$ cat src/logic/apbBusPkg.sv
package apbBusPkg;

    localparam int addrWidth = 8;
    localparam int dataWidth = 32;

    // register map, one 32-bit word per entry, banks are 64 bytes apart
    localparam logic [addrWidth-1:0] ampBase    = 8'h00;  // 12 words up to 0x2c
    localparam logic [addrWidth-1:0] ctrlAddr   = 8'h30;  // bit 0 starts a run
    localparam logic [addrWidth-1:0] statusAddr = 8'h34;  // bit 0 busy, bit 1 ready
    localparam logic [addrWidth-1:0] levelBase  = 8'h40;
    localparam logic [addrWidth-1:0] fastBase   = 8'h80;
    localparam logic [addrWidth-1:0] sumAddr    = 8'hc0;

    typedef struct packed {
        logic [addrWidth-1:0] paddr;
        logic                 psel;
        logic                 penable;
        logic                 pwrite;
        logic [dataWidth-1:0] pwdata;
    } apbReq_t;

    typedef struct packed {
        logic [dataWidth-1:0] prdata;
        logic                 pready;
        logic                 pslverr;
    } apbRsp_t;

    typedef enum logic [2:0] {
        AMP_IN,
        CTRL,
        STATUS,
        LEVEL_OUT,
        FAST_OUT,
        SUM_OUT,
        UNMAPPED
    } regRegion_e;

endpackage

$ cat src/logic/fixPointPkg.sv
package fixPointPkg;

    // amplitude format is unsigned q5.11, range [0, 31.999]
    localparam int wholeBits = 5;
    localparam int fracBits  = 11;   // resolution ~0.0005
    localparam int ampWidth  = wholeBits + fracBits;

    localparam int binQty   = 12;                          // one bin per semitone
    localparam int sumWidth = ampWidth + $clog2(binQty);   // twelve full-scale bins fit

    // relative floor = sum * floorNum >> floorShift, about a fifth of the total
    localparam int floorNum   = 205;
    localparam int floorShift = 10;

    localparam int levelMax   = 8;                     // full LED bar
    localparam int levelWidth = $clog2(levelMax + 1);  // 0..8 needs 4 bits

    typedef logic [ampWidth-1:0] amp_t;

    typedef amp_t [binQty-1:0] ampFrame_t;   // bin 0 in the low bits

    typedef logic [binQty-1:0][levelWidth-1:0] levelFrame_t;

    // result of the floor filter, consumed by the level mapper
    typedef struct packed {
        ampFrame_t           reduced;  // kept bins lowered by the threshold
        ampFrame_t           fast;     // kept bins at their original value
        logic [sumWidth-1:0] newSum;   // sum of the reduced bins
    } filterOut_t;

endpackage

$ cat src/logic/ampFloorFilter.sv
`timescale 1ns/1ps

module ampFloorFilter (
    input  logic                    clk,
    input  logic                    rst,
    input  logic                    start_i,
    input  fixPointPkg::ampFrame_t  amps_i,
    output fixPointPkg::filterOut_t res_o,
    output logic                    valid_o
);
    import fixPointPkg::*;

    logic [3:0] validPipe;  // start_i delayed by one per stage

    // stage 0
    logic [sumWidth-1:0] sumS0;
    logic [sumWidth-1:0] sumQ;
    ampFrame_t           ampsD1;

    // stage 1
    logic [sumWidth+7:0] prod;  // sum times an 8-bit constant
    logic [sumWidth-1:0] thr;
    logic [sumWidth-1:0] thrQ;
    ampFrame_t           ampsD2;

    // stage 2
    ampFrame_t red;
    ampFrame_t fast;
    ampFrame_t redQ;
    ampFrame_t fastQ;

    // stage 3
    logic [sumWidth-1:0] newSum;

    always_comb begin
        sumS0 = '0;
        for (int b = 0; b < binQty; b++) begin
            sumS0 += sumWidth'(amps_i[b]);
        end

        // threshold is about 0.2 of the total
        prod = sumQ * 8'(floorNum);
        thr  = sumWidth'(prod >> floorShift);

        // bins at or below the threshold are dropped
        for (int b = 0; b < binQty; b++) begin
            if (sumWidth'(ampsD2[b]) > thrQ) begin
                red[b]  = amp_t'(sumWidth'(ampsD2[b]) - thrQ);  // positive, fits an amp
                fast[b] = ampsD2[b];
            end else begin
                red[b]  = '0;
                fast[b] = '0;
            end
        end

        newSum = '0;
        for (int b = 0; b < binQty; b++) begin
            newSum += sumWidth'(redQ[b]);
        end
    end

    // datapath, amplitudes travel with their stage so a new frame can enter every cycle
    always_ff @(posedge clk) begin
        sumQ   <= sumS0;
        ampsD1 <= amps_i;
        thrQ   <= thr;
        ampsD2 <= ampsD1;
        redQ   <= red;
        fastQ  <= fast;
        res_o.reduced <= redQ;
        res_o.fast    <= fastQ;
        res_o.newSum  <= newSum;
    end

    always_ff @(posedge clk) begin
        if (rst) begin
            validPipe <= '0;
        end else begin
            validPipe <= {validPipe[2:0], start_i};
        end
    end

    assign valid_o = validPipe[3];  // four cycles after start

endmodule

$ cat src/logic/apbNoteRegs.sv
`timescale 1ns/1ps

module apbNoteRegs (
    input  logic                     clk,
    input  logic                     rst,
    input  apbBusPkg::apbReq_t       apbReq_i,
    input  logic                     mapBusy_i,     // mapper is dividing
    input  logic                     frameValid_i,  // mapper finished a frame
    input  fixPointPkg::levelFrame_t levels_i,
    input  fixPointPkg::filterOut_t  filtRes_i,     // result latched by the mapper
    output apbBusPkg::apbRsp_t       apbRsp_o,
    output fixPointPkg::ampFrame_t   ampFrame_o,    // snapshot taken at start
    output logic                     start_o
);
    import fixPointPkg::*;
    import apbBusPkg::*;

    regRegion_e region;
    logic [3:0] wordIdx;                   // entry within a 12-word bank
    logic [addrWidth-1:0] bankBase;
    logic       access;
    logic       wrEn;
    logic       busy;
    logic       startReq;
    logic       inFlight;                  // start issued, mapper not yet busy
    logic       ready;
    ampFrame_t  ampReg;

    assign wordIdx  = apbReq_i.paddr[5:2];
    assign bankBase = {apbReq_i.paddr[7:6], 6'b0};
    assign access   = apbReq_i.psel && apbReq_i.penable;  // completes now, pready is tied high
    assign wrEn     = access && apbReq_i.pwrite;
    assign busy     = inFlight || mapBusy_i;
    assign startReq = wrEn && (region == CTRL) && apbReq_i.pwdata[0] && !busy;  // dropped while busy

    // address decode, unaligned addresses fall through to UNMAPPED
    always_comb begin
        region = UNMAPPED;
        if (apbReq_i.paddr[1:0] == 2'b00) begin
            if (bankBase == ampBase && wordIdx < 4'(binQty)) begin
                region = AMP_IN;
            end else if (apbReq_i.paddr == ctrlAddr) begin
                region = CTRL;
            end else if (apbReq_i.paddr == statusAddr) begin
                region = STATUS;
            end else if (bankBase == levelBase && wordIdx < 4'(binQty)) begin
                region = LEVEL_OUT;
            end else if (bankBase == fastBase && wordIdx < 4'(binQty)) begin
                region = FAST_OUT;
            end else if (apbReq_i.paddr == sumAddr) begin
                region = SUM_OUT;
            end
        end
    end

    // read mux
    always_comb begin
        apbRsp_o.pready  = 1'b1;                              // no wait states
        apbRsp_o.pslverr = access && (region == UNMAPPED);
        case (region)
            AMP_IN:    apbRsp_o.prdata = dataWidth'(ampReg[wordIdx]);
            STATUS:    apbRsp_o.prdata = {30'b0, ready, busy};
            LEVEL_OUT: apbRsp_o.prdata = dataWidth'(levels_i[wordIdx]);
            FAST_OUT:  apbRsp_o.prdata = dataWidth'(filtRes_i.fast[wordIdx]);
            SUM_OUT:   apbRsp_o.prdata = dataWidth'(filtRes_i.newSum);
            default:   apbRsp_o.prdata = '0;                  // ctrl is write-only
        endcase
    end

    // amplitude storage and the frame handed to the filter
    always_ff @(posedge clk) begin
        if (wrEn && region == AMP_IN) begin
            ampReg[wordIdx] <= apbReq_i.pwdata[ampWidth-1:0];
        end
        if (startReq) begin
            ampFrame_o <= ampReg;  // host may rewrite ampReg during the run
        end
    end

    always_ff @(posedge clk) begin
        if (rst) begin
            start_o  <= 1'b0;
            inFlight <= 1'b0;
            ready    <= 1'b0;
        end else begin
            start_o <= startReq;  // one-cycle pulse
            if (startReq) begin
                inFlight <= 1'b1;
            end else if (mapBusy_i) begin
                inFlight <= 1'b0;  // mapper busy takes over the busy bit
            end
            if (startReq) begin
                ready <= 1'b0;
            end else if (frameValid_i) begin
                ready <= 1'b1;
            end
        end
    end

endmodule

$ cat src/logic/ledLevelMapper.sv
`timescale 1ns/1ps

module ledLevelMapper (
    input  logic                     clk,
    input  logic                     rst,
    input  logic                     valid_i,
    input  fixPointPkg::filterOut_t  res_i,
    output fixPointPkg::levelFrame_t levels_o,
    output logic                     busy_o,
    output logic                     frameValid_o,
    output fixPointPkg::filterOut_t  held_o    // result of the current run
);
    import fixPointPkg::*;

    typedef enum logic [1:0] {
        IDLE,
        DIVIDE,
        FINISH
    } mapState_e;

    mapState_e state;
    logic [3:0] binIdx;
    logic [1:0] bitIdx;                  // quotient bit being resolved, 3 down to 0
    logic [sumWidth+3:0] rem;
    logic [levelWidth-1:0] quot;
    levelFrame_t levelWork;             // levels built up during the run

    filterOut_t src;
    logic [sumWidth+3:0] remIn;
    logic [sumWidth+3:0] divShift;
    logic geq;
    logic [levelWidth-1:0] quotNext;
    logic [levelWidth-1:0] level;
    levelFrame_t levelWorkNext;
    logic stepEn;
    logic lastStep;

    // the first step runs in the valid_i cycle, straight from the filter output
    assign src      = (state == IDLE) ? res_i : held_o;
    assign stepEn   = (state == DIVIDE) || (state == IDLE && valid_i);
    assign lastStep = stepEn && binIdx == 4'(binQty - 1) && bitIdx == 2'd0;
    assign busy_o       = stepEn;
    assign frameValid_o = (state == FINISH);

    // restoring divide, level = floor(8 * reduced / newSum)
    always_comb begin
        remIn    = (bitIdx == 2'd3) ? (sumWidth+4)'({src.reduced[binIdx], 3'b000}) : rem;
        divShift = (sumWidth+4)'(src.newSum) << bitIdx;
        geq      = remIn >= divShift;
        quotNext = (bitIdx == 2'd3) ? '0 : quot;
        quotNext[bitIdx] = geq;
        if (src.newSum == '0) begin
            level = '0;                  // empty frame, divisor would be zero
        end else if (quotNext > levelWidth'(levelMax)) begin
            level = levelWidth'(levelMax);
        end else begin
            level = quotNext;
        end
        levelWorkNext = levelWork;
        if (bitIdx == 2'd0) begin
            levelWorkNext[binIdx] = level;
        end
    end

    always_ff @(posedge clk) begin
        if (state == IDLE && valid_i) begin
            held_o <= res_i;             // read back over APB
        end
        if (stepEn) begin
            rem       <= geq ? remIn - divShift : remIn;
            quot      <= quotNext;
            levelWork <= levelWorkNext;
        end
    end

    always_ff @(posedge clk) begin
        if (rst) begin
            state    <= IDLE;
            binIdx   <= '0;
            bitIdx   <= 2'd3;
            levels_o <= '0;
        end else begin
            case (state)
                IDLE:    if (valid_i) state <= DIVIDE;
                DIVIDE: begin
                    if (lastStep) begin
                        state    <= FINISH;
                        levels_o <= levelWorkNext;  // whole frame swaps at once
                    end
                end
                default: state <= IDLE;
            endcase
            if (stepEn) begin
                bitIdx <= bitIdx - 2'd1;    // wraps to 3 for the next bin
                if (bitIdx == 2'd0) begin
                    binIdx <= lastStep ? '0 : binIdx + 4'd1;
                end
            end
        end
    end

endmodule

$ cat src/logic/visualizerTop.sv
`timescale 1ns/1ps

module visualizerTop (
    input  logic                     clk,
    input  logic                     rst,
    input  apbBusPkg::apbReq_t       apbReq_i,
    output apbBusPkg::apbRsp_t       apbRsp_o,
    output fixPointPkg::levelFrame_t ledLevels_o,   // held LED bar levels
    output logic                     frameValid_o
);
    import fixPointPkg::*;

    ampFrame_t  ampFrame;   // captured frame, regs to filter
    logic       start;
    filterOut_t filtRes;
    logic       filtValid;
    filterOut_t heldRes;    // mapper copy for read-back
    logic       mapBusy;

    apbNoteRegs i_apbNoteRegs (
        .clk          (clk),
        .rst          (rst),
        .apbReq_i     (apbReq_i),
        .mapBusy_i    (mapBusy),
        .frameValid_i (frameValid_o),
        .levels_i     (ledLevels_o),
        .filtRes_i    (heldRes),
        .apbRsp_o     (apbRsp_o),
        .ampFrame_o   (ampFrame),
        .start_o      (start)
    );

    ampFloorFilter i_ampFloorFilter (
        .clk     (clk),
        .rst     (rst),
        .start_i (start),
        .amps_i  (ampFrame),
        .res_o   (filtRes),
        .valid_o (filtValid)
    );

    ledLevelMapper i_ledLevelMapper (
        .clk          (clk),
        .rst          (rst),
        .valid_i      (filtValid),
        .res_i        (filtRes),
        .levels_o     (ledLevels_o),
        .busy_o       (mapBusy),
        .frameValid_o (frameValid_o),
        .held_o       (heldRes)
    );

endmodule

$ cat config.mk
export PLATFORM = sky130hd
export DESIGN_NAME = visualizerTop
export DESIGN_NICKNAME = d
export VERILOG_FILES = /design/src/logic/apbBusPkg.sv /design/src/logic/fixPointPkg.sv /design/src/logic/ampFloorFilter.sv /design/src/logic/apbNoteRegs.sv /design/src/logic/ledLevelMapper.sv /design/src/logic/visualizerTop.sv
export SDC_FILE = /design/constraint.sdc
export NUM_CORES = 2
export LEC_CHECK = 0
export BUFFER_PORTS_ARGS = -buffer_cell sky130_fd_sc_hd__buf_2
export CAP_MARGIN = 20
export CORE_ASPECT_RATIO = 0.6
export CORE_MARGIN = 2
export CORE_UTILIZATION = 30
export CTS_CLUSTER_SIZE = 30
export DETAILED_ROUTE_END_ITERATION = 6
export HOLD_SLACK_MARGIN = 0.08
export PLACE_DENSITY = 0.46
export SKIP_CTS_REPAIR_TIMING = 1
export SYNTH_ARGS = -nofsm -noshare
export SYNTH_HDL_FRONTEND = slang
export SYNTH_SLANG_ARGS = --single-unit
export TNS_END_PERCENT = 30
$ cat constraint.sdc
create_clock -name clk -period 15.8 [get_ports clk]
set_input_delay 0.79 -clock clk [delete_from_list [all_inputs] [get_ports clk]]
set_output_delay 0.79 -clock clk [all_outputs]
set_load 0.005 [all_outputs]
==> results.tsv <==
stage	metric	value	unit
run_status	outcome	completed	
global_routing	grt_max_degree	131	
global_routing	grtUsageTotal	19.74	%
route	finalWirelength	288200	um
synthesis	synthTopCellsByCount	dfxtp_1, edfxtp_1, inv_1	
synthesis	synth_cell_types	89	
timing	setup_viol	0	
floorplan	die_height	416.8	um
clock_tree	cts_root_buffer	clkbuf_16	
timing	fmax	114.7	MHz
synthesis	yosysWarnings	0	
floorplan	fp.coreArea	282500	um2
critical_path	end_kind	flop	
synthesis	ys.flop_type	dfxtp_1	
global_routing	grt_overflow	0	
synthesis	yosysSeqAreaShare	60.18	%
synthesis	yosysTopAreaCellShare	30.27	%
timing	rsz0062_at_grt	no	
floorplan	rows	151	
placement	dp.final_hpwl	224500	um
critical_path	critPathKind	reg2reg	
synthesis	syn-instance-count	6240	
finish	final_net_count	7259	
synthesis	yosysTopAreaCell	edfxtp_1	
timing	slew_violations	0	
critical_path	crit_required	16.52	ns
min_path	hold_class	reg2reg	
route	drcViolationCount	0	
synthesis	synth_edf_count	859	
floorplan	die-area	288400	um2
placement	detailed_place.area	90640	um2
synthesis	synthArstFlopShare	0	%
critical_path	slowest_delay	0.80	ns
clock_tree	clockBufferDepth	4	
finish	synthToLayoutAreaGrowth	14.15	%
timing	hold_violations	0	
power_and_ir_drop	ir_drop	481.6	uV
synthesis	yosysMostFrequentCell	dfxtp_1	
finish	drive_gt1_share	12.13	%
clock_tree	clock_sinks	2132	
global_routing	grt_pass1_vias	48910	
global_routing	antenna_found_initial	45	
route	drt-initial-drc-count	5227	
route	wire_per_inst	27.67	um
floorplan	die_x	692.0	um
route	avgViaCountPerCell	4.791	
timing	fin_crit_sh	55.19	%
critical_path	cp.arrival	9.44	ns
clock_tree	cts_made_buffers	198	
clock_tree	cts_tree	yes	
power_and_ir_drop	power_density	243.5	nW/um2
synthesis	synth_area_leaders	edfxtp_1, dfxtp_1, fa_1	
route	dr_total_vias	49890	
synthesis	syn_avg_cell_area	13.65	um2
critical_path	cp-start-kind	flop	
timing	fin_crit	8.720	ns
critical_path	cp_max_fo	6	
flow_run	cap_violations	0	
placement	place.gp.congestion	0.9608	
finish	fin_area	97260	um2
synthesis	yosys_register_bits	2132	
timing	relSlewSlack	6.524	%
global_routing	grt_pass1_wl	395500	um
clock_tree	cts.htree.levels	4	
synthesis	syn-cell-area	85200	um2
critical_path	cp_slowest_cell	o211ai_1	
floorplan	io_pins	128	
route	dr.pass1.iters	7	
timing	finalClockSkew	0.08897	ns
power_and_ir_drop	leakage	38.04	nW
route	drtAntennaViolNets	0	
timing	max_slew.worst_pin.slew	1.387	ns
timing	whs	0.2703	ns
clock_tree	clk_pin_slew_worst_paths	0.07	ns
placement	place.port_buffers	98	
timing	fin_setup_tns	0	ns
critical_path	crit_top_cell	fa_1	
clock_tree	clk_latency	0.89	ns
floorplan	initial_core_util	30.17	%
[through the flow]
| stage | setup WS (ns) | total power [mW] | instances | util [%] |
|---|---|---|---|---|
| floorplan | 4.127 | 14.62 | 6251 | - |
| global placement | 7.373 | 18.69 | 10020 | 32.08 |
| detailed placement | 7.426 | 18.63 | 10030 | 32.09 |
| CTS | 7.383 | 23.66 | 10390 | 34.37 |
| global route | 6.869 | 25.49 | 10410 | 34.43 |
| finish | 7.080 | 23.68 | 10410 | 34.43 |
[final cells by class]
| type | instances | area (um2) |
|---|---|---|
| Antenna cell | 19 | 47.55 |
| Clock buffer | 285 | 5761 |
| Clock inverter | 76 | 689.4 |
| Fill cell | 27460 | 185200 |
| Inverter | 583 | 2190 |
| Multi-Input combinational cell | 3369 | 31210 |
| Sequential cell | 2132 | 51280 |
| Tap cell | 3748 | 4690 |
| Timing Repair Buffer | 201 | 1391 |
[cell families (layout without fill, tap and decap cells)]
family	Yosys count	count (layout)	synth area share, %
AOI/OAI and AO/OA	753	753	5.861
xor gates and xnor gates	212	212	2.179
adders and majority gates	729	729	13.75
buffers and inverters	750	1145	3.449
DFF	2132	2132	60.18
muxes	316	316	6.946
other	2	32	0.008814
and+or+nand+nor	1346	1346	7.617
[worst max-delay path: cells and delay by family, from the launching register on]
| kind | cells | cell delay, ns |
|---|---|---|
| AO/OA/AOI/OAI | 9 | 3.73 |
| XOR/XNOR | 1 | 0.20 |
| adder cells (fa/ha/maj) | 8 | 3.53 |
| buffers and inverters | 3 | 0.29 |
| flip-flops | 1 | 0.32 |
| AND/OR/NAND/NOR | 4 | 0.53 |
[routing by layer]
metal | track usage (%) | vias up | part of all wire (%)
met2 | 25.13 | 1892 | 37
met4 | 2.921 | 8 | 1.5
met1 | 31.38 | 25300 | 50
met5 | 1.937 | - | 0.29
li1 | - | 22380 | -
met3 | 7.138 | 301 | 11
[state kept, by name, indices dropped and copies added (netlist names), 192 cells and up]
signal                    cells
i_ampFloorFilter.res_o      404
i_ledLevelMapper.held_o     404
i_ampFloorFilter.ampsD1     192
i_ampFloorFilter.ampsD2     192
i_ampFloorFilter.fastQ      192
i_ampFloorFilter.redQ       192
i_apbNoteRegs.ampFrame_o    192
i_apbNoteRegs.ampReg        192
[power breakdown]
| group | leakage (nW) | internal [mW] | switching [mW] |
|---|---|---|---|
| registers | 18.1 | 6.64 | 0.430 |
| logic | 16.7 | 4.53 | 7.23 |
| clock network | 3.19 | 2.70 | 2.14 |
| total | 38.0 | 13.9 | 9.80 |
[placed cells by master, fill, tap and decap left out, types with 36 or more instances in the layout]
cell | netlist | layout
fa_1 | 346 | 346
a21o_1 | 67 | 67
buf_4 | 15 | 95
dfxtp_1 | 1273 | 1271
nand4_1 | 54 | 54
o21ai_0 | 149 | 149
and2_1 | 167 | 165
edfxtp_1 | 859 | 859
mux4_2 | 220 | 220
mux2i_1 | 94 | 94
a211oi_1 | 46 | 46
xnor2_1 | 124 | 124
nand3_1 | 75 | 75
buf_2 | 29 | 95
nor2b_1 | 75 | 75
xor2_1 | 88 | 88
ha_1 | 383 | 383
inv_1 | 577 | 577
clkinv_2 | 0 | 36
o21a_1 | 38 | 38
clkbuf_16 | 0 | 205
nor2_1 | 388 | 377
clkbuf_1 | 94 | 47
a21oi_1 | 186 | 186
nand2_1 | 321 | 321
nor3_1 | 102 | 99
[path summary, 6_finish.rpt]
check / startpoint / end / slack [ns] / cells past startpoint
worst min register to register: i_ampFloorFilter.ampsD1[136]$_DFF_P_ / i_ampFloorFilter.ampsD2[136]$_DFF_P_ / 0.27 / 0
worst min-delay path: i_ampFloorFilter.ampsD1[136]$_DFF_P_ / i_ampFloorFilter.ampsD2[136]$_DFF_P_ / 0.27 / 0
worst max register to register: i_ampFloorFilter.redQ[0]$_SDFF_PP0_ / i_ampFloorFilter.res_o[19]$_DFF_P_ / 7.08 / 25
worst max-delay path: i_ampFloorFilter.redQ[0]$_SDFF_PP0_ / i_ampFloorFilter.res_o[19]$_DFF_P_ / 7.08 / 25
(Power assumes the default switching activity.)
